### config.mk
export PLATFORM = sky130hd
export DESIGN_NAME = tcdm_req_xbar
export DESIGN_NICKNAME = d
export VERILOG_FILES = /design/src/hdl/mempool_pkg.sv /design/src/hdl/rr_arbiter.sv /design/src/hdl/tcdm_req_xbar.sv
export VERILOG_INCLUDE_DIRS = /design/src /design/src/hdl
export SDC_FILE = /design/constraint.sdc
export NUM_CORES = 1
export LEC_CHECK = 0
export BUFFER_PORTS_ARGS = -buffer_cell sky130_fd_sc_hd__buf_2
export CORE_AREA = 10 10 180 182
export CTS_CLUSTER_DIAMETER = 100
export DETAILED_ROUTE_END_ITERATION = 10
export DIE_AREA = 0 0 190 192
export MAX_ROUTING_LAYER = met4
export PLACE_DENSITY = 0.66
export SKIP_LAST_GASP = 1
export SYNTH_ARGS = -nofsm -noshare
export SYNTH_HDL_FRONTEND = slang
export SYNTH_SLANG_ARGS = --single-unit
### constraint.sdc
create_clock -name clk_i -period 3.06 [get_ports clk_i]
set_input_delay 0.153 -clock clk_i [delete_from_list [all_inputs] [get_ports clk_i]]
set_output_delay 0.153 -clock clk_i [all_outputs]
set_load 0.02 [all_outputs]
### src/hdl/mempool_consts.svh
////////////////////////////////////////
// Sizes of the TCDM group
// Include wherever the group sizes are needed
////////////////////////////////////////

`ifndef MEMPOOL_CONSTS_SVH
`define MEMPOOL_CONSTS_SVH

// Ports, tiles and banks
`define MEMPOOL_NUM_TILES 4

// Word and byte address widths
`define MEMPOOL_DATA_WIDTH 32
`define MEMPOOL_ADDR_WIDTH 32

// Depth of one bank in words
`define MEMPOOL_BANK_WORDS 256

// Low address bits below the word
`define MEMPOOL_BYTE_OFFSET 2

`endif

### src/hdl/mempool_pkg.sv
////////////////////////////////////////
// Address, data and TCDM request/response types
// Referenced by scoped names from the RTL
////////////////////////////////////////

`default_nettype none

`include "mempool_consts.svh"

package mempool_pkg;

  // Tile, bank or initiator index
  typedef logic [$clog2(`MEMPOOL_NUM_TILES)-1:0] tile_id_t;

  typedef logic [`MEMPOOL_ADDR_WIDTH-1:0]   tcdm_addr_t;
  typedef logic [`MEMPOOL_DATA_WIDTH-1:0]   data_t;
  typedef logic [`MEMPOOL_DATA_WIDTH/8-1:0] strb_t;

  // Word index inside one bank
  typedef logic [$clog2(`MEMPOOL_BANK_WORDS)-1:0] bank_row_t;

  // Request as seen by a bank
  typedef struct packed {
    bank_row_t row;
    tile_id_t  ini_id;
    logic      wen;
    data_t     wdata;
    strb_t     be;
  } tcdm_req_t;

  // Response on its way back to the initiator
  typedef struct packed {
    tile_id_t ini_id;
    data_t    rdata;
  } tcdm_resp_t;

endpackage

`default_nettype wire

### src/hdl/rr_arbiter.sv
////////////////////////////////////////
// Round-robin arbiter over valid/ready inputs
// Grant is held while the output is stalled
////////////////////////////////////////

`timescale 1ns/1ps
`default_nettype none

module rr_arbiter #(
  parameter int unsigned NUM_IN    = 4,
  parameter type         payload_t = logic
) (
  input  logic                  clk_i,
  input  logic                  arst_n_i,
  input  logic     [NUM_IN-1:0] valid_i,
  output logic     [NUM_IN-1:0] ready_o,
  input  payload_t [NUM_IN-1:0] data_i,
  output logic                  valid_o,
  input  logic                  ready_i,
  output payload_t              data_o
);

  localparam int unsigned IDX_W = (NUM_IN > 1) ? $clog2(NUM_IN) : 1;

  logic [IDX_W-1:0] ptr_q;
  logic             lock_q;
  logic [IDX_W-1:0] lock_idx_q;
  logic [IDX_W-1:0] gnt_idx;
  logic             gnt_found;

  always_comb begin
    int unsigned idx;
    idx       = 0;
    gnt_found = 1'b0;
    gnt_idx   = lock_idx_q;
    if (lock_q) begin
      gnt_found = valid_i[lock_idx_q];
    end else begin
      // First valid input at or after the pointer
      for (int unsigned i = 0; i < NUM_IN; i++) begin
        idx = (32'(ptr_q) + i) % NUM_IN;
        if (!gnt_found && valid_i[idx]) begin
          gnt_found = 1'b1;
          gnt_idx   = idx[IDX_W-1:0];
        end
      end
    end
    ready_o = '0;
    if (gnt_found) begin
      ready_o[gnt_idx] = ready_i;
    end
  end

  assign valid_o = gnt_found;
  assign data_o  = data_i[gnt_idx];

  always_ff @(posedge clk_i or negedge arst_n_i) begin
    if (!arst_n_i) begin
      ptr_q      <= '0;
      lock_q     <= 1'b0;
      lock_idx_q <= '0;
    end else if (valid_o && ready_i) begin
      lock_q <= 1'b0;
      ptr_q  <= (gnt_idx == IDX_W'(NUM_IN - 1)) ? '0 : gnt_idx + 1'b1;
    end else if (valid_o) begin
      // Keep this winner while stalled
      lock_q     <= 1'b1;
      lock_idx_q <= gnt_idx;
    end else begin
      lock_q <= 1'b0;
    end
  end

  a_ready_onehot: assert property (
    @(posedge clk_i) disable iff (!arst_n_i) $onehot0(ready_o)
  ) else $error("rr_arbiter: more than one input accepted");

  // Relies on the upstream keeping its valid up
  a_grant_held: assert property (
    @(posedge clk_i) disable iff (!arst_n_i)
    valid_o && !ready_i |=> valid_o && (gnt_idx == $past(gnt_idx))
  ) else $error("rr_arbiter: grant changed while stalled");

endmodule

`default_nettype wire

### src/hdl/tcdm_req_xbar.sv
////////////////////////////////////////
// Request side of the group interconnect
// Decodes the target tile and arbitrates per bank
////////////////////////////////////////

`timescale 1ns/1ps
`default_nettype none

`include "mempool_consts.svh"

module tcdm_req_xbar (
  input  logic                                                clk_i,
  input  logic                                                arst_n_i,
  input  logic                   [`MEMPOOL_NUM_TILES-1:0]     req_valid_i,
  output logic                   [`MEMPOOL_NUM_TILES-1:0]     req_ready_o,
  input  mempool_pkg::tcdm_addr_t [`MEMPOOL_NUM_TILES-1:0]    req_addr_i,
  input  logic                   [`MEMPOOL_NUM_TILES-1:0]     req_wen_i,
  input  mempool_pkg::data_t     [`MEMPOOL_NUM_TILES-1:0]     req_wdata_i,
  input  mempool_pkg::strb_t     [`MEMPOOL_NUM_TILES-1:0]     req_be_i,
  input  logic                   [`MEMPOOL_NUM_TILES-1:0]     resp_valid_i,
  input  logic                   [`MEMPOOL_NUM_TILES-1:0]     resp_ready_i,
  output logic                   [`MEMPOOL_NUM_TILES-1:0]     bank_req_valid_o,
  input  logic                   [`MEMPOOL_NUM_TILES-1:0]     bank_req_ready_i,
  output mempool_pkg::tcdm_req_t [`MEMPOOL_NUM_TILES-1:0]     bank_req_o
);

  localparam int unsigned NUM_TILES = `MEMPOOL_NUM_TILES;
  localparam int unsigned TILE_W    = $bits(mempool_pkg::tile_id_t);
  localparam int unsigned ROW_W     = $bits(mempool_pkg::bank_row_t);
  localparam int unsigned TILE_LSB  = `MEMPOOL_BYTE_OFFSET;
  localparam int unsigned ROW_LSB   = TILE_LSB + TILE_W;

  mempool_pkg::tile_id_t  [NUM_TILES-1:0] req_tile;
  mempool_pkg::tcdm_req_t [NUM_TILES-1:0] port_req;
  logic                   [NUM_TILES-1:0] out_q;
  logic                   [NUM_TILES-1:0] req_open;
  logic                   [NUM_TILES-1:0] req_fire;
  logic                   [NUM_TILES-1:0] resp_fire;

  // Indexed [bank][port]
  logic [NUM_TILES-1:0][NUM_TILES-1:0] arb_valid;
  logic [NUM_TILES-1:0][NUM_TILES-1:0] arb_ready;

  for (genvar p = 0; p < NUM_TILES; p++) begin : gen_ports
    // Word-interleaved across tiles
    assign req_tile[p] = req_addr_i[p][TILE_LSB +: TILE_W];

    assign port_req[p] = '{
      row:    req_addr_i[p][ROW_LSB +: ROW_W],
      ini_id: mempool_pkg::tile_id_t'(p),
      wen:    req_wen_i[p],
      wdata:  req_wdata_i[p],
      be:     req_be_i[p]
    };

    // One request in flight per port
    assign req_open[p]    = req_valid_i[p] & ~out_q[p];
    assign req_ready_o[p] = ~out_q[p] & (~req_valid_i[p] | arb_ready[req_tile[p]][p]);

    for (genvar b = 0; b < NUM_TILES; b++) begin : gen_route
      assign arb_valid[b][p] = req_open[p] && (req_tile[p] == mempool_pkg::tile_id_t'(b));
    end
  end

  assign req_fire  = req_valid_i & req_ready_o;
  assign resp_fire = resp_valid_i & resp_ready_i;

  always_ff @(posedge clk_i or negedge arst_n_i) begin
    if (!arst_n_i) begin
      out_q <= '0;
    end else begin
      out_q <= (out_q | req_fire) & ~resp_fire;
    end
  end

  for (genvar b = 0; b < NUM_TILES; b++) begin : gen_banks
    rr_arbiter #(
      .NUM_IN   (NUM_TILES              ),
      .payload_t(mempool_pkg::tcdm_req_t)
    ) i_arb (
      .clk_i   (clk_i              ),
      .arst_n_i(arst_n_i           ),
      .valid_i (arb_valid[b]       ),
      .ready_o (arb_ready[b]       ),
      .data_i  (port_req           ),
      .valid_o (bank_req_valid_o[b]),
      .ready_i (bank_req_ready_i[b]),
      .data_o  (bank_req_o[b]      )
    );
  end

  // Every response must match an accepted request
  a_resp_outstanding: assert property (
    @(posedge clk_i) disable iff (!arst_n_i) (resp_fire & ~out_q) == '0
  ) else $error("tcdm_req_xbar: response without outstanding request");

endmodule

`default_nettype wire

== Yosys cells after proc, flatten, opt, wreduce, memory -nomap -nowiden ==
Index checks and enable logic that the tools add are counted.

* Reduce and logical (&&, ||, !) cells: 56
* Multiplexer cells: 132
* Equality and inequality tests: 16
* Add/sub/neg operators: 16
* Bitwise gates (word level): 33
* $lt $le $gt $ge: 32

{| class="wikitable"
|+ Operators with widths
! kind !! count
|-
| $bmux 47 s2 || 4
|-
| $mux 47 || 4
|-
| $lt 2x3->1 const B || 28
|-
| $mux 1 || 65
|-
| $mux 2 || 25
|-
| $bmux 1 s2 || 20
|-
| $logic_and 1x1->1 || 36
|-
| $bmux 4 s2 || 4
|-
| $and 4x4->4 || 7
|-
| $eq 2x2->1 const B || 12
|-
| $mux 4 || 5
|-
| $add 2x1->2 const B || 8
|-
| $add 2x2->2 const B || 8
|-
| $logic_not 1->1 || 12
|-
| $not 1->1 || 12
|-
| $and 1x1->1 || 8
|-
| $demux 1 s2 || 4
|-
| $eq 2x1->1 const B || 4
|-
| $ge 2x1->1 const B || 4
|-
| $logic_not 2->1 || 4
|-
| $reduce_and 2->1 || 4
|-
| $not 4->4 || 1
|-
| $or 1x1->1 || 4
|-
| $or 4x4->4 || 1
|-
| $mux 3 || 1
|}

* Bits in registers: 24
* Bits of input ports: 294
* Output and inout port bits: 196
* Word-level logic and storage cells: 298

== Depth between registers and ports, before layout ==
* Depth after elaboration: 32
* Gate-level depth with buffers: 15

== Cells and area by module ==
A second synthesis with hierarchy kept.

* Cells, all modules: 1200
* Area total of the unflattened synthesis: 9261.4 µm²

{| class="wikitable"
|+ By module, submodules not included
! module !! times used !! cells each !! sequential area each (µm²) !! area an instance (µm²)
|-
| rr_arbiter at gen_banks[2].i_arb ... || 2 || 352 || 125.1 || 2260.9
|-
| rr_arbiter at gen_banks[0].i_arb ... || 2 || 226 || 125.1 || 2149.6
|-
| tcdm_req_xbar || 1 || 44 || 100.1 || 440.4
|}

== Worst setup path after synthesis ==
Ideal clock, no wire load.

* Path type: register to output
* From: register out_q[3]
* To: output req_ready_o[3]
* Cell stages (with the launch flop): 15
* Data arrival time: 3.232 ns
* Buffers on the path: 3
* Slack: -0.325 ns
* Required time: 2.907 ns
* Cell sequence: dfrtp_1 -> buf_6 -> or4b_1 -> buf_2 -> and3_1 -> a32oi_1 -> o21a_2 -> nor3b_1 -> or4_1 -> clkbuf_1 -> inv_1 -> ha_1 -> nor3b_1 -> o32ai_1 -> a21oi_1

* Cells in the longest elaborated chain, start to end: 29
* Elaborated cells on any way between the ends: 154

{| class="wikitable"
|+ RTL lines
! what !! RTL line !! source
|-
| start: declaration || tcdm_req_xbar.sv:35 || <nowiki>logic [NUM_TILES-1:0] out_q;</nowiki>
|-
| start signal: assignment || tcdm_req_xbar.sv:72 || <nowiki>out_q <= (out_q | req_fire) & ~resp_fire;</nowiki>
|-
| $not 1->1 (*) || tcdm_req_xbar.sv:57, tcdm_req_xbar.sv:58 ||
|-
| $and 1x1->1 || tcdm_req_xbar.sv:57 || <nowiki>assign req_open[p] = req_valid_i[p] & ~out_q[p];</nowiki>
|-
| $logic_and 1x1->1 || tcdm_req_xbar.sv:61 || <nowiki>assign arb_valid[b][p] = req_open[p] && (req_tile[p] == mempool_pkg::tile_id_t'(b));</nowiki>
|-
| $bmux 1 s2 || rr_arbiter.sv:42 || <nowiki>if (!gnt_found && valid_i[idx]) begin</nowiki>
|-
| $mux 1 (implied by the code) || rr_arbiter.sv:42 ||
|-
| $mux 1 || rr_arbiter.sv:42 ||
|-
| $mux 1 || rr_arbiter.sv:36 || <nowiki>if (lock_q) begin</nowiki>
|-
| $logic_not 1->1 || rr_arbiter.sv:42 ||
|-
| [13 not listed] || n/a ||
|-
| $mux 1 (implied by the code) || rr_arbiter.sv:50 || <nowiki>ready_o[gnt_idx] = ready_i;</nowiki>
|-
| $demux 1 s2 || n/a ||
|-
| $and 4x4->4 (no line) || n/a ||
|-
| $mux 4 || rr_arbiter.sv:49 || <nowiki>if (gnt_found) begin</nowiki>
|-
| $bmux 4 s2 || tcdm_req_xbar.sv:58 || <nowiki>assign req_ready_o[p] = ~out_q[p] & (~req_valid_i[p] | arb_ready[req_tile[p]][p]);</nowiki>
|-
| $mux 4 (implied by the code) || tcdm_req_xbar.sv:58 ||
|-
| $or 1x1->1 || tcdm_req_xbar.sv:58 ||
|-
| $and 1x1->1 (*) || tcdm_req_xbar.sv:58 ||
|-
| end: declaration || tcdm_req_xbar.sv:15 || <nowiki>output logic [`MEMPOOL_NUM_TILES-1:0] req_ready_o,</nowiki>
|}

Every way passes the cells marked *; elsewhere a longest branch is shown, timed or not. The select of a mux whose other input is x is not followed.

==> flow_metrics.tcl <==
set metrics [dict create \
    core.rowCount 62 \
    yosys.area_share.simple_pct 27.3 \
    tightest_slew_ns 0.720 \
    grt_pass1_wl_mm 70.1 \
    drt_wl_total_mm 55.0 \
    clkLatencyLatePin_ns 0.28 \
    drcViolationCount 0 \
    cts.path.max_buffers 2 \
    hp-class "input port to flip-flop" \
    drtAntennaViolNets 0 \
    max_freq_ghz 0.286 \
    vias 12800 \
    cts_buffers 3 \
    netlist_area_um2 8500 \
    gp_congestion 0.956 \
    antenna_found_initial 13 \
    layout.cells.most_common "buf_2" \
    n_fill_cell 2286 \
    cp-end-kind "output port" \
    area_growth_pct 99.0 \
    violations "setup timing" \
    timing.final.crit_share_pct 114 \
    ys.flop_type "dfrtp_1" \
    synth_fa_ha_area_share_pct 0.589 \
    avgSynthCellArea_um2 7.07 \
    async_reset_ff_share_pct 100 \
    ys_warn_count 0 \
    synthMuxAreaShare_pct 36.5 \
    seq_area_frac_synth_pct 7.07 \
    fin_tns_setup_ns -46.35 \
    vias_per_cell 5.99 \
    final_util_pct 59.1 \
    die_h_um 192 \
    worstSetupPathType "flip-flop to output port" \
    groute.usage.overall_pct 24.5 \
    fp.dieW_um 190 \
    cts.root.buffer_cell "clkbuf_16" \
    synthCells 1201 \
    htreeDepth 1 \
    ys_types 66 \
    cts.clk_slew.worst_paths_ns 0.08 \
    numPortBuffers 401 \
    nets 2037 \
    maxCapViolCount 0 \
    worstPathArrival_ns 3.35 \
    core_um2 28600 \
    grt_pass1_vias 12300 \
    cp.required_ns 2.91 \
    tritoncts "yes" \
    drt_iter0_drc 1148 \
    design.die.area_um2 36500 \
    cpMaxStageDelayCell "or4b_4" \
    synthXorXnorAreaFrac_pct 0 \
    multiInputGateArea_um2 9610 \
    wl_per_cell_um 25.7 \
    grt_max_degree 58 \
    critPathMaxStageDelay_ns 0.59 \
    drive_gt1_share_pct 62.0 \
    status "finished with violations" \
    cts.sinks 24 \
    synth_seq_cells 24 \
    finalSetupViolations 187 \
    path_cells "or4b_4, and3_4, a32oi_2, o21a_2, nor3b_1, or4_4, buf_12, mux2i_1, mux2i_2, buf_2" \
    grt_remaining_overflow 0 \
    fin_crit_ns 3.50 \
    hold_viol_final 0 \
    skew_ns 0.0184 \
    rsz0062_at_grt "true" \
    synth_top_family_by_area "multiplexers" \
    start_util_pct 29.7 \
    synth_edf_count 0 \
    first_pass_iters 6 \
    setup_ws_ns -0.440 \
    final_cell_mix "buf_2, buf_4, nand2_1" \
    startpoint_type "flip-flop" \
    dp.cells 2006 \
    slew_headroom_pct 52.0 \
    worstPathMaxFanout 47 \
    finalMaxSlewViolations 0 \
    synth_fp_nets 1499 \
    synth_compound_area_share_pct 20.9 \
    regArea_um2 602 \
    hpwl_mm 32.5 \
    pin_count 490 \
    stdcell_count 2136 \
]
==> Yosys cell counts, types with 5 or more instances <==
cell	number	area (um^2)
mux2i_1	231	2310
nand2_1	205	769
a21oi_1	113	566
clkbuf_1	85	319
nor2_1	61	229
a31oi_1	55	344
and3_1	53	332
mux2_2	52	586
nor2b_1	51	319
a211oi_1	48	360
dfrtp_1	24	601
o21ai_0	22	110
buf_2	19	95.1
nor3_1	15	75.1
inv_1	13	48.8
nand3_1	13	65.1
buf_6	10	113
mux4_2	9	203
nand4bb_1	8	90.1
a32oi_1	7	61.3
buf_1	7	26.3
nor4bb_1	6	60.1
a22oi_1	5	37.5
nor4_1	5	31.3
==> cells by family (layout without fill, tap and decap cells) <==
family / count (synthesis) / after routing
AO/OA/AOI/OAI: 286 / 286
adder cells (fa/ha/maj): 4 / 4
buffers and inverters: 142 / 678
flip-flops: 24 / 24
multiplexers: 292 / 292
other: 0 / 14
AND/OR/NAND/NOR: 453 / 454
==> critical path, delay by kind of cell (launching register included) <==
family / cells / cell delay [ns]
and+or+nand+nor: 4 / 1.40
muxes: 2 / 0.40
DFF: 1 / 0.42
AOI/OAI and AO/OA: 2 / 0.34
buffers and inverters: 2 / 0.42
==> cell type report <==
cell class                 instances  area share [%]
antenna                           14           0.207
clock buffer                       3           0.444
clock inverter                     1           0.178
inverter                          17           0.451
multi-input combinational       1036            56.9
sequential                        24            3.56
tap                              384            2.84
timing repair buffer             657            35.5
==> repair_timing <==
action / CTS / global route
setup buffers: 32 / 40
hold buffers: 1 / 0
cloned: 15 / 29
gates resized for setup: 398 / 374
setup endpoints to repair: 168 / 191
hold endpoints to repair: 24 / 0
pin swaps: 38 / 77
==> routing by layer <==
layer  track usage, %  wire length (um)
met3             4.41              5050
met2             39.7             26100
met4             12.3              3060
met1             28.8             20700
met5                -                 0
==> final timing paths <==
path                                                              start                                           end  slack (ns)  depth (start not counted)
min reg2reg                gen_banks[2].i_arb.lock_idx_q[1]$_DFFE_PN0P_  gen_banks[2].i_arb.lock_idx_q[1]$_DFFE_PN0P_        0.58                          1
max in group asynchronous                                      arst_n_i                            out_q[0]$_DFF_PN0_        2.16                          2
min                                                     resp_ready_i[3]                            out_q[3]$_DFF_PN0_        0.07                          2
max reg2reg                                          out_q[3]$_DFF_PN0_                            out_q[2]$_DFF_PN0_       -0.07                         16
max                                                  out_q[3]$_DFF_PN0_                                bank_req_o[11]       -0.44                         10
min in group asynchronous                                      arst_n_i                            out_q[2]$_DFF_PN0_        0.43                          2
==> per-stage QoR <==
step / hold slack [ns] / setup WS [ns] / instance area, um^2
6_report: 0.0702 / -0.440 / 16900
4_1_cts: 0.0684 / -0.379 / 14500
2_1_floorplan: -0.143 / -0.0784 / 8750
5_1_grt: 0.0775 / -0.493 / 16900
3_3_place_gp: 0.199 / -0.210 / 12000
3_5_place_dp: 0.203 / -0.188 / 12000
==> registers in the layout, indices dropped and copies added, names as in the netlist <==
name and cells:
gen_banks.i_arb.lock_idx_q 8, gen_banks.i_arb.lock_q 4, gen_banks.i_arb.ptr_q 8, out_q 4
Power is not shown: default switching activity piles up to over one toggle a cycle in this logic, so the estimate is an artifact.
