==> src/hdl/mempool_consts.svh <==
////////////////////////////////////////
// Sizes of the TCDM group
// Include wherever the group sizes are needed
////////////////////////////////////////

`ifndef MEMPOOL_CONSTS_SVH
`define MEMPOOL_CONSTS_SVH

// Ports, tiles and banks
`define MEMPOOL_NUM_TILES 4

// Word and byte address widths
`define MEMPOOL_DATA_WIDTH 32
`define MEMPOOL_ADDR_WIDTH 32

// Depth of one bank in words
`define MEMPOOL_BANK_WORDS 256

// Low address bits below the word
`define MEMPOOL_BYTE_OFFSET 2

`endif

==> src/hdl/mempool_pkg.sv <==
////////////////////////////////////////
// Address, data and TCDM request/response types
// Referenced by scoped names from the RTL
////////////////////////////////////////

`default_nettype none

`include "mempool_consts.svh"

package mempool_pkg;

  // Tile, bank or initiator index
  typedef logic [$clog2(`MEMPOOL_NUM_TILES)-1:0] tile_id_t;

  typedef logic [`MEMPOOL_ADDR_WIDTH-1:0]   tcdm_addr_t;
  typedef logic [`MEMPOOL_DATA_WIDTH-1:0]   data_t;
  typedef logic [`MEMPOOL_DATA_WIDTH/8-1:0] strb_t;

  // Word index inside one bank
  typedef logic [$clog2(`MEMPOOL_BANK_WORDS)-1:0] bank_row_t;

  // Request as seen by a bank
  typedef struct packed {
    bank_row_t row;
    tile_id_t  ini_id;
    logic      wen;
    data_t     wdata;
    strb_t     be;
  } tcdm_req_t;

  // Response on its way back to the initiator
  typedef struct packed {
    tile_id_t ini_id;
    data_t    rdata;
  } tcdm_resp_t;

endpackage

`default_nettype wire

==> src/hdl/rr_arbiter.sv <==
////////////////////////////////////////
// Round-robin arbiter over valid/ready inputs
// Grant is held while the output is stalled
////////////////////////////////////////

`timescale 1ns/1ps
`default_nettype none

module rr_arbiter #(
  parameter int unsigned NUM_IN    = 4,
  parameter type         payload_t = logic
) (
  input  logic                  clk_i,
  input  logic                  arst_n_i,
  input  logic     [NUM_IN-1:0] valid_i,
  output logic     [NUM_IN-1:0] ready_o,
  input  payload_t [NUM_IN-1:0] data_i,
  output logic                  valid_o,
  input  logic                  ready_i,
  output payload_t              data_o
);

  localparam int unsigned IDX_W = (NUM_IN > 1) ? $clog2(NUM_IN) : 1;

  logic [IDX_W-1:0] ptr_q;
  logic             lock_q;
  logic [IDX_W-1:0] lock_idx_q;
  logic [IDX_W-1:0] gnt_idx;
  logic             gnt_found;

  always_comb begin
    int unsigned idx;
    idx       = 0;
    gnt_found = 1'b0;
    gnt_idx   = lock_idx_q;
    if (lock_q) begin
      gnt_found = valid_i[lock_idx_q];
    end else begin
      // First valid input at or after the pointer
      for (int unsigned i = 0; i < NUM_IN; i++) begin
        idx = (32'(ptr_q) + i) % NUM_IN;
        if (!gnt_found && valid_i[idx]) begin
          gnt_found = 1'b1;
          gnt_idx   = idx[IDX_W-1:0];
        end
      end
    end
    ready_o = '0;
    if (gnt_found) begin
      ready_o[gnt_idx] = ready_i;
    end
  end

  assign valid_o = gnt_found;
  assign data_o  = data_i[gnt_idx];

  always_ff @(posedge clk_i or negedge arst_n_i) begin
    if (!arst_n_i) begin
      ptr_q      <= '0;
      lock_q     <= 1'b0;
      lock_idx_q <= '0;
    end else if (valid_o && ready_i) begin
      lock_q <= 1'b0;
      ptr_q  <= (gnt_idx == IDX_W'(NUM_IN - 1)) ? '0 : gnt_idx + 1'b1;
    end else if (valid_o) begin
      // Keep this winner while stalled
      lock_q     <= 1'b1;
      lock_idx_q <= gnt_idx;
    end else begin
      lock_q <= 1'b0;
    end
  end

  a_ready_onehot: assert property (
    @(posedge clk_i) disable iff (!arst_n_i) $onehot0(ready_o)
  ) else $error("rr_arbiter: more than one input accepted");

  // Relies on the upstream keeping its valid up
  a_grant_held: assert property (
    @(posedge clk_i) disable iff (!arst_n_i)
    valid_o && !ready_i |=> valid_o && (gnt_idx == $past(gnt_idx))
  ) else $error("rr_arbiter: grant changed while stalled");

endmodule

`default_nettype wire

==> src/hdl/tcdm_resp_xbar.sv <==
////////////////////////////////////////
// Response side of the group interconnect
// Returns bank responses to their initiators
////////////////////////////////////////

`timescale 1ns/1ps
`default_nettype none

`include "mempool_consts.svh"

module tcdm_resp_xbar (
  input  logic                                            clk_i,
  input  logic                                            arst_n_i,
  input  logic                    [`MEMPOOL_NUM_TILES-1:0] bank_resp_valid_i,
  output logic                    [`MEMPOOL_NUM_TILES-1:0] bank_resp_ready_o,
  input  mempool_pkg::tcdm_resp_t [`MEMPOOL_NUM_TILES-1:0] bank_resp_i,
  output logic                    [`MEMPOOL_NUM_TILES-1:0] resp_valid_o,
  input  logic                    [`MEMPOOL_NUM_TILES-1:0] resp_ready_i,
  output mempool_pkg::data_t      [`MEMPOOL_NUM_TILES-1:0] resp_rdata_o
);

  localparam int unsigned NUM_TILES = `MEMPOOL_NUM_TILES;

  // Indexed [port][bank]
  logic [NUM_TILES-1:0][NUM_TILES-1:0] arb_valid;
  logic [NUM_TILES-1:0][NUM_TILES-1:0] arb_ready;

  mempool_pkg::tcdm_resp_t [NUM_TILES-1:0] port_resp;

  for (genvar b = 0; b < NUM_TILES; b++) begin : gen_banks
    for (genvar p = 0; p < NUM_TILES; p++) begin : gen_steer
      assign arb_valid[p][b] = bank_resp_valid_i[b] &&
                               (bank_resp_i[b].ini_id == mempool_pkg::tile_id_t'(p));
    end
    // Only the addressed port can accept
    assign bank_resp_ready_o[b] = arb_ready[bank_resp_i[b].ini_id][b];
  end

  for (genvar p = 0; p < NUM_TILES; p++) begin : gen_ports
    rr_arbiter #(
      .NUM_IN   (NUM_TILES               ),
      .payload_t(mempool_pkg::tcdm_resp_t)
    ) i_arb (
      .clk_i   (clk_i          ),
      .arst_n_i(arst_n_i       ),
      .valid_i (arb_valid[p]   ),
      .ready_o (arb_ready[p]   ),
      .data_i  (bank_resp_i    ),
      .valid_o (resp_valid_o[p]),
      .ready_i (resp_ready_i[p]),
      .data_o  (port_resp[p]   )
    );

    assign resp_rdata_o[p] = port_resp[p].rdata;
  end

endmodule

`default_nettype wire

==> config.mk <==
export PLATFORM = sky130hd
export DESIGN_NAME = tcdm_resp_xbar
export DESIGN_NICKNAME = d
export VERILOG_FILES = /design/src/hdl/mempool_pkg.sv /design/src/hdl/rr_arbiter.sv /design/src/hdl/tcdm_resp_xbar.sv
export VERILOG_INCLUDE_DIRS = /design/src /design/src/hdl
export SDC_FILE = /design/constraint.sdc
export NUM_CORES = 1
export LEC_CHECK = 0
export BUFFER_PORTS_ARGS = -buffer_cell sky130_fd_sc_hd__buf_2
export CAP_MARGIN = 15
export CORE_ASPECT_RATIO = 0.7
export CORE_UTILIZATION = 50
export DETAILED_ROUTE_END_ITERATION = 10
export PLACE_DENSITY = 0.95
export REMOVE_ABC_BUFFERS = 1
export SYNTH_ARGS = -nofsm -noshare
export SYNTH_HDL_FRONTEND = slang
export SYNTH_SLANG_ARGS = --single-unit
==> constraint.sdc <==
create_clock -name clk_i -period 5.2 [get_ports clk_i]
set_input_delay 1.04 -clock clk_i [delete_from_list [all_inputs] [get_ports clk_i]]
set_output_delay 1.04 -clock clk_i [all_outputs]
set_load 0.05 [all_outputs]
Yosys cells after proc, flatten, opt, wreduce, memory -nomap -nowiden
Cells that the tools add are included.
{"block": "op_classes", "n_addsub": 16, "n_reduce_logical": 56, "muxes": 132, "n_bitwise": 8, "magnitude_cmp": 32, "n_eq_ne": 16}
{"operator": "34-bit binary-select mux with 2-bit select", "n": 4}
{"operator": "32-bit 2-to-1 mux", "n": 4}
{"operator": "2-bit by 3-bit < comparator with 1-bit output, second input constant", "n": 28}
{"operator": "1-bit 2-to-1 mux", "n": 65}
{"operator": "2-bit 2-to-1 mux", "n": 25}
{"operator": "1-bit binary-select mux with 2-bit select", "n": 20}
{"operator": "1-bit logical AND", "n": 36}
{"operator": "4-bit binary-select mux with 2-bit select", "n": 4}
{"operator": "2-bit == test, second input constant", "n": 12}
{"operator": "4-bit 2-to-1 mux", "n": 5}
{"operator": "2-bit by 1-bit adder with 2-bit output, second input constant", "n": 8}
{"operator": "2-bit adder, second input constant", "n": 8}
{"operator": "4-bit AND", "n": 4}
{"operator": "1-bit zero test", "n": 12}
{"operator": "1-bit demux with 2-bit select", "n": 4}
{"operator": "2-bit by 1-bit == test with 1-bit output, second input constant", "n": 4}
{"operator": "2-bit by 1-bit >= comparator with 1-bit output, second input constant", "n": 4}
{"operator": "2-bit zero test", "n": 4}
{"operator": "2-bit AND reduction", "n": 4}
{"operator": "1-bit inverter", "n": 4}
{"operator": "3-bit 2-to-1 mux", "n": 1}
{"block": "totals", "out_inout_bits": 136, "in_bits": 146, "word_cells": 272, "reg_bits": 20}

Logic depth before layout (Yosys ltp)
{"block": "depth", "word_depth": 26, "mapped_depth": 14, "mapped_depth_nobuf": 11}

Modules after synthesis
Synthesis repeated with hierarchy kept, for this count alone.
{"block": "hier_totals", "hier_cells": 867, "hier_area_um2": 7608.5}
{"mod": "rr_arbiter at gen_ports[1].i_arb ...", "area_per_inst_um2": 1883.1, "seq_area_each_um2": 125.1, "n_inst": 2, "cells_per_inst": 205}
{"mod": "rr_arbiter at gen_ports[0].i_arb", "area_per_inst_um2": 1935.6, "seq_area_each_um2": 125.1, "n_inst": 1, "cells_per_inst": 197}
{"mod": "rr_arbiter at gen_ports[3].i_arb", "area_per_inst_um2": 1676.6, "seq_area_each_um2": 125.1, "n_inst": 1, "cells_per_inst": 240}
{"mod": "tcdm_resp_xbar", "area_per_inst_um2": 230.2, "seq_area_each_um2": 0.0, "n_inst": 1, "cells_per_inst": 20}

Least setup slack after synthesis
No wires, ideal clock.
{"block": "synth_path", "path_kind": "input to output", "start": "in bank_resp_i[135] in the netlist's numbering", "end": "out bank_resp_ready_o[2]", "t_required_ps": 4160, "stages": 11, "slack_ps": 205, "arrival_ps": 3955, "path_cell_list": "buf_2 > and3b_1 > clkbuf_1 > a2111oi_0 > a21o_1 > and4_1 > or3_1 > clkbuf_1 > buf_2 > nand3_1 > o311ai_1"}
{"block": "synth_between", "elab_chain_len": 26, "word_cells_on_any_way": 154, "cone_classes": "order compare (8); eq/ne (3); mux (106); bitwise (4); reduce/logical (33)"}
{"item": "start: declaration", "line_no": "tcdm_resp_xbar.sv:16", "text": "input mempool_pkg::tcdm_resp_t [`MEMPOOL_NUM_TILES-1:0] bank_resp_i,"}
{"item": "2-bit by 1-bit == test with 1-bit output, or another cell as far along", "line_no": "tcdm_resp_xbar.sv:33", "text": "(bank_resp_i[b].ini_id == mempool_pkg::tile_id_t'(p));"}
{"item": "1-bit logical AND", "line_no": "tcdm_resp_xbar.sv:32", "text": "assign arb_valid[p][b] = bank_resp_valid_i[b] &&"}
{"item": "1-bit binary-select mux with 2-bit select", "line_no": "rr_arbiter.sv:42", "text": "if (!gnt_found && valid_i[idx]) begin"}
{"item": "1-bit 2-to-1 mux (not written as such)", "line_no": "rr_arbiter.sv:42"}
{"item": "1-bit 2-to-1 mux", "line_no": "rr_arbiter.sv:42"}
{"item": "1-bit 2-to-1 mux", "line_no": "rr_arbiter.sv:36", "text": "if (lock_q) begin"}
{"item": "1-bit zero test", "line_no": "rr_arbiter.sv:42"}
{"item": "1-bit logical AND", "line_no": "rr_arbiter.sv:42"}
{"item": "[... 10 more ...]"}
{"item": "2-bit by 3-bit < comparator with 1-bit output (not written as such) / 2-bit by 1-bit >= comparator with 1-bit output (equally long branches)", "line_no": "rr_arbiter.sv:50", "text": "ready_o[gnt_idx] = ready_i;"}
{"item": "1-bit logical AND (not written as such)", "line_no": "rr_arbiter.sv:50"}
{"item": "1-bit 2-to-1 mux (not written as such)", "line_no": "rr_arbiter.sv:50"}
{"item": "1-bit demux with 2-bit select"}
{"item": "4-bit AND (no source line)"}
{"item": "4-bit 2-to-1 mux", "line_no": "rr_arbiter.sv:49", "text": "if (gnt_found) begin"}
{"item": "4-bit binary-select mux with 2-bit select (*)", "line_no": "tcdm_resp_xbar.sv:36", "text": "assign bank_resp_ready_o[b] = arb_ready[bank_resp_i[b].ini_id][b];"}
{"item": "3-bit 2-to-1 mux (not written as such) (*)", "line_no": "tcdm_resp_xbar.sv:36"}
{"item": "end: declaration", "line_no": "tcdm_resp_xbar.sv:15", "text": "output logic [`MEMPOOL_NUM_TILES-1:0] bank_resp_ready_o,"}
Mark *: on every way between the ends. The rest lies on a longest branch, timed or not. The select of a mux whose other input is x is not followed.

Final worst setup path
{"block": "layout_path", "start": "in bank_resp_i[33] in the netlist's numbering", "end": "out bank_resp_ready_o[2]"}
Same word-level chain as after synthesis.

==> results.sh <==
export IMPL_final_period_utilization=0.980
export IMPL_dr_total_vias=8154
export IMPL_timing_final_hold_violations=0
export IMPL_place_hpwl_mm=18.6
export IMPL_cts_root_buf="sky130_fd_sc_hd__clkbuf_16"
export IMPL_yosys_mux_area_fraction=0.420
export IMPL_synth_xor_area_share=0
export IMPL_antenna_diode_count=0
export IMPL_worst_slew_margin_relative_to_its_limit=0.553
export IMPL_clock_insertion_delay_at_the_later_pin_of_the_skew_report_ps=260
export IMPL_maxCapViolCount=0
export IMPL_worst_endpoint_arrival_ps=4050
export IMPL_layout_core_utilization=0.646
export IMPL_grt_antenna_before_repair=0
export IMPL_avgSynthCellArea_um2=7.83
export IMPL_asyncSetResetFlopFracSynth=1.00
export IMPL_layout_drive_gt1_share=0.317
export IMPL_clock_h_tree_levels=1
export IMPL_outcome="finished, violations left"
export IMPL_holdCritPathClass="flop to flop"
export IMPL_routed_wire_length_per_instance_um=20.5
export IMPL_postRouteAntennaNets=0
export IMPL_drc_errors=1
export IMPL_synth_simple_gate_area_share=0.200
export IMPL_synth_top_cells_by_area="sky130_fd_sc_hd__mux2i_1 40%, sky130_fd_sc_hd__a211oi_1 7.7%, sky130_fd_sc_hd__dfrtp_1 7.6%"
export IMPL_grt_setup_unrepaired="false"
export IMPL_nNetsFinal=1214
export IMPL_grt_start_max_net_pins=59
export IMPL_area_share_of_the_largest_cell_type_after_synthesis=0.396
export IMPL_die_width_um=140
export IMPL_postRouteWirelength_mm=25.1
export IMPL_synthesis_yosys_warnings=0
export IMPL_placement_rows=34
export IMPL_drt_first_iter_violations=696
export IMPL_synth_ff_latch_count=20
export IMPL_multi_input_gate_area_um2=5690
export IMPL_global_route_overflow_total=0
export IMPL_io_pins=282
export IMPL_slew_violations=0
export IMPL_setup_violations=0
export IMPL_startpoint_type="input port"
export IMPL_synth_area_in_compound_gates=0.220
export IMPL_buffer_ports_inserted=281
export IMPL_initial_utilization=0.522
export IMPL_yosys_area_share_adder=0.00756
export IMPL_worst_r2r_cell_count=8
export IMPL_synth_top_family_by_area="multiplexers"
export IMPL_clk_transition_reported_paths_ps=60
export IMPL_layout_area_seq_um2=500
export IMPL_globalRouteTotalUtil=0.348
export IMPL_grt_first_pass_wirelength_mm=39.2
export IMPL_routabilityCongestion=1.04
export IMPL_finalWorstPathRequiredPeriod_ps=5090
export IMPL_timing_fmax_ghz=0.196
export IMPL_placement_setup_worst_slack_ps=63.9
export IMPL_cts_tree="done"
export IMPL_post_synth_inst_count=845
export IMPL_critical_path_peak_fanout=12
export IMPL_yosysSeqAreaShare=0.0756
export IMPL_cts_made_buffers=3
export IMPL_grt_pass1_vias=7517
export IMPL_critPathRequiredTime_ps=4160
export IMPL_core_area_um2=12700
export IMPL_endpoint_kind="output pin"
export IMPL_timing_worst_slew_pin_value_ps=669
export IMPL_syn_to_final_growth_pct=23.8
export IMPL_clockBufferDepth=2
export IMPL_finalWorstSetupSlack_ps=106
export IMPL_fp_dieArea_um2=13700
export IMPL_sink_count_of_the_clock_tree=20
export IMPL_dieHeight_um=98.3
export IMPL_via_per_inst=6.66
export IMPL_critical_path_class="input port to output pin"
export IMPL_synth_distinct_cells=66
export IMPL_nFillCells=1063
export IMPL_violations="DRC"
export IMPL_post_synth_instance_area_um2=6620
export IMPL_dr_pass1_iters=8
export IMPL_prevailing_post_synth_register_cell="sky130_fd_sc_hd__dfrtp_1"
export IMPL_post_synth_top_area_cell="sky130_fd_sc_hd__mux2i_1"
export IMPL_post_cts_setup_bufs=0
export IMPL_edff_count_synth=0
export IMPL_whs_path_cells=2
export IMPL_timing_clock_skew_ps=4.48
## per-stage QoR
step / cells / area, um2 / TNS [ps] / hold slack [ps]
finish: 1225 / 8200 / 0 / 568
global route: 1225 / 8200 / 0 / 603
CTS: 1225 / 8190 / 0 / 556
detailed placement: 1221 / 8090 / 0 / 542
global placement: 1221 / 8090 / 0 / 522
floorplan: 755 / 6180 / -244790 / 489
## cell families after synthesis
group,after synthesis
simple gates,214
buf+inv,108
fa+ha+maj,4
flops,20
compound gates,226
mux,273
## timing repair
item	CTS	global route
resized for setup	0	1
hold buffers	0	0
endpoints found under the setup margin	0	21
## Yosys cell counts, types with 3 or more instances
library cell                 n
sky130_fd_sc_hd__mux4_2      3
sky130_fd_sc_hd__mux2i_1   262
sky130_fd_sc_hd__nor3_1      7
sky130_fd_sc_hd__nand3_1    15
sky130_fd_sc_hd__o21ai_1     5
sky130_fd_sc_hd__buf_1       4
sky130_fd_sc_hd__or3_1       7
sky130_fd_sc_hd__a21o_1      3
sky130_fd_sc_hd__or4_1       3
sky130_fd_sc_hd__nor3b_1     4
sky130_fd_sc_hd__and3b_1     8
sky130_fd_sc_hd__nand2b_1    4
sky130_fd_sc_hd__nand2_1    26
sky130_fd_sc_hd__or3b_1      4
sky130_fd_sc_hd__clkbuf_1   51
sky130_fd_sc_hd__o21ai_0    19
sky130_fd_sc_hd__ha_1        4
sky130_fd_sc_hd__and4_1      3
sky130_fd_sc_hd__buf_4       9
sky130_fd_sc_hd__buf_6       5
sky130_fd_sc_hd__nand4_1     5
sky130_fd_sc_hd__nor4bb_1    3
sky130_fd_sc_hd__buf_2      21
sky130_fd_sc_hd__inv_1      15
sky130_fd_sc_hd__inv_2       3
sky130_fd_sc_hd__o22ai_1     3
sky130_fd_sc_hd__a211oi_1   68
sky130_fd_sc_hd__a211o_1     3
sky130_fd_sc_hd__a31oi_1    10
sky130_fd_sc_hd__nor4_1      9
sky130_fd_sc_hd__and3_1      7
sky130_fd_sc_hd__dfrtp_1    20
sky130_fd_sc_hd__o211ai_1    7
sky130_fd_sc_hd__a21oi_1    80
sky130_fd_sc_hd__or2_2       3
sky130_fd_sc_hd__nor2_1     14
sky130_fd_sc_hd__a32oi_1     5
sky130_fd_sc_hd__mux2_2      8
sky130_fd_sc_hd__a22oi_1     5
sky130_fd_sc_hd__nand3b_1    8
sky130_fd_sc_hd__nor2b_1     6
sky130_fd_sc_hd__and2_1     66
## critical path, cell delays in order
cell and delay (ps):
sky130_fd_sc_hd__buf_2 170, sky130_fd_sc_hd__or3b_1 560, sky130_fd_sc_hd__and4_4 270, sky130_fd_sc_hd__and3_4 170, sky130_fd_sc_hd__or3_4 400, sky130_fd_sc_hd__o32a_2 460
sky130_fd_sc_hd__or4_1 510, sky130_fd_sc_hd__o311ai_1 130, sky130_fd_sc_hd__buf_2 340
## final timing paths
check / endpoint / slack, ps / from
worst max-delay path: bank_resp_ready_o[2] / 110 / bank_resp_i[33]
worst min-delay path: gen_ports[2].i_arb.lock_idx_q[0]$_DFFE_PN0P_ / 570 / gen_ports[2].i_arb.lock_idx_q[0]$_DFFE_PN0P_
worst max register to register: gen_ports[2].i_arb.ptr_q[1]$_DFFE_PN0P_ / 2240 / gen_ports[2].i_arb.ptr_q[0]$_DFFE_PN0P_
worst min register to register: gen_ports[2].i_arb.lock_idx_q[0]$_DFFE_PN0P_ / 570 / gen_ports[2].i_arb.lock_idx_q[0]$_DFFE_PN0P_
max in group asynchronous: gen_ports[3].i_arb.lock_q$_DFF_PN0_ / 4100 / arst_n_i
min in group asynchronous: gen_ports[1].i_arb.lock_idx_q[1]$_DFFE_PN0P_ / 750 / arst_n_i
## layout make-up
class / instances / area share
multi-input combinational: 717 / 0.694
timing repair buffer: 304 / 0.199
sequential: 20 / 0.0611
tap: 162 / 0.0247
clock buffer: 3 / 0.00916
inverter: 18 / 0.00824
clock inverter: 1 / 0.00366
## state kept, by name, indices dropped and copies added (netlist names)
signal / cells
gen_ports.i_arb.lock_q: 4
gen_ports.i_arb.ptr_q: 8
gen_ports.i_arb.lock_idx_q: 8
## routing by layer
| layer | GRT usage | up-vias | part of all wire |
|---|---|---|---|
| met2 | 0.567 | 536 | 0.45 |
| met3 | 0.0701 | 90 | 0.099 |
| met5 | 0 | - | 0 |
| met4 | 0.134 | 0 | 0.037 |
| li1 | - | 3684 | - |
| met1 | 0.451 | 3844 | 0.41 |
## layout by cell type (no fill, tap or decap), drive strengths merged, types with 4 or more instances in the layout
cell	Yosys	layout
and4	4	4
o211ai	7	7
nor3b	4	4
nand3	15	15
and3	8	8
buf	39	304
and3b	8	8
mux2i	262	262
dfrtp	20	20
ha	4	4
and2	66	66
nor2	14	14
nor3	7	7
a22oi	5	5
nand2	26	26
mux2	8	8
nand4	5	5
inv	18	18
a32oi	5	5
o21ai	24	24
nand2b	4	4
nor4	9	9
nor2b	6	6
a21oi	80	80
a31oi	10	10
or3	8	8
or3b	4	4
a211oi	68	68
nand3b	8	8
Power is left out: the tool's default activity adds up to more than one toggle a clock period on the data nets, which glitch-free logic cannot reach.
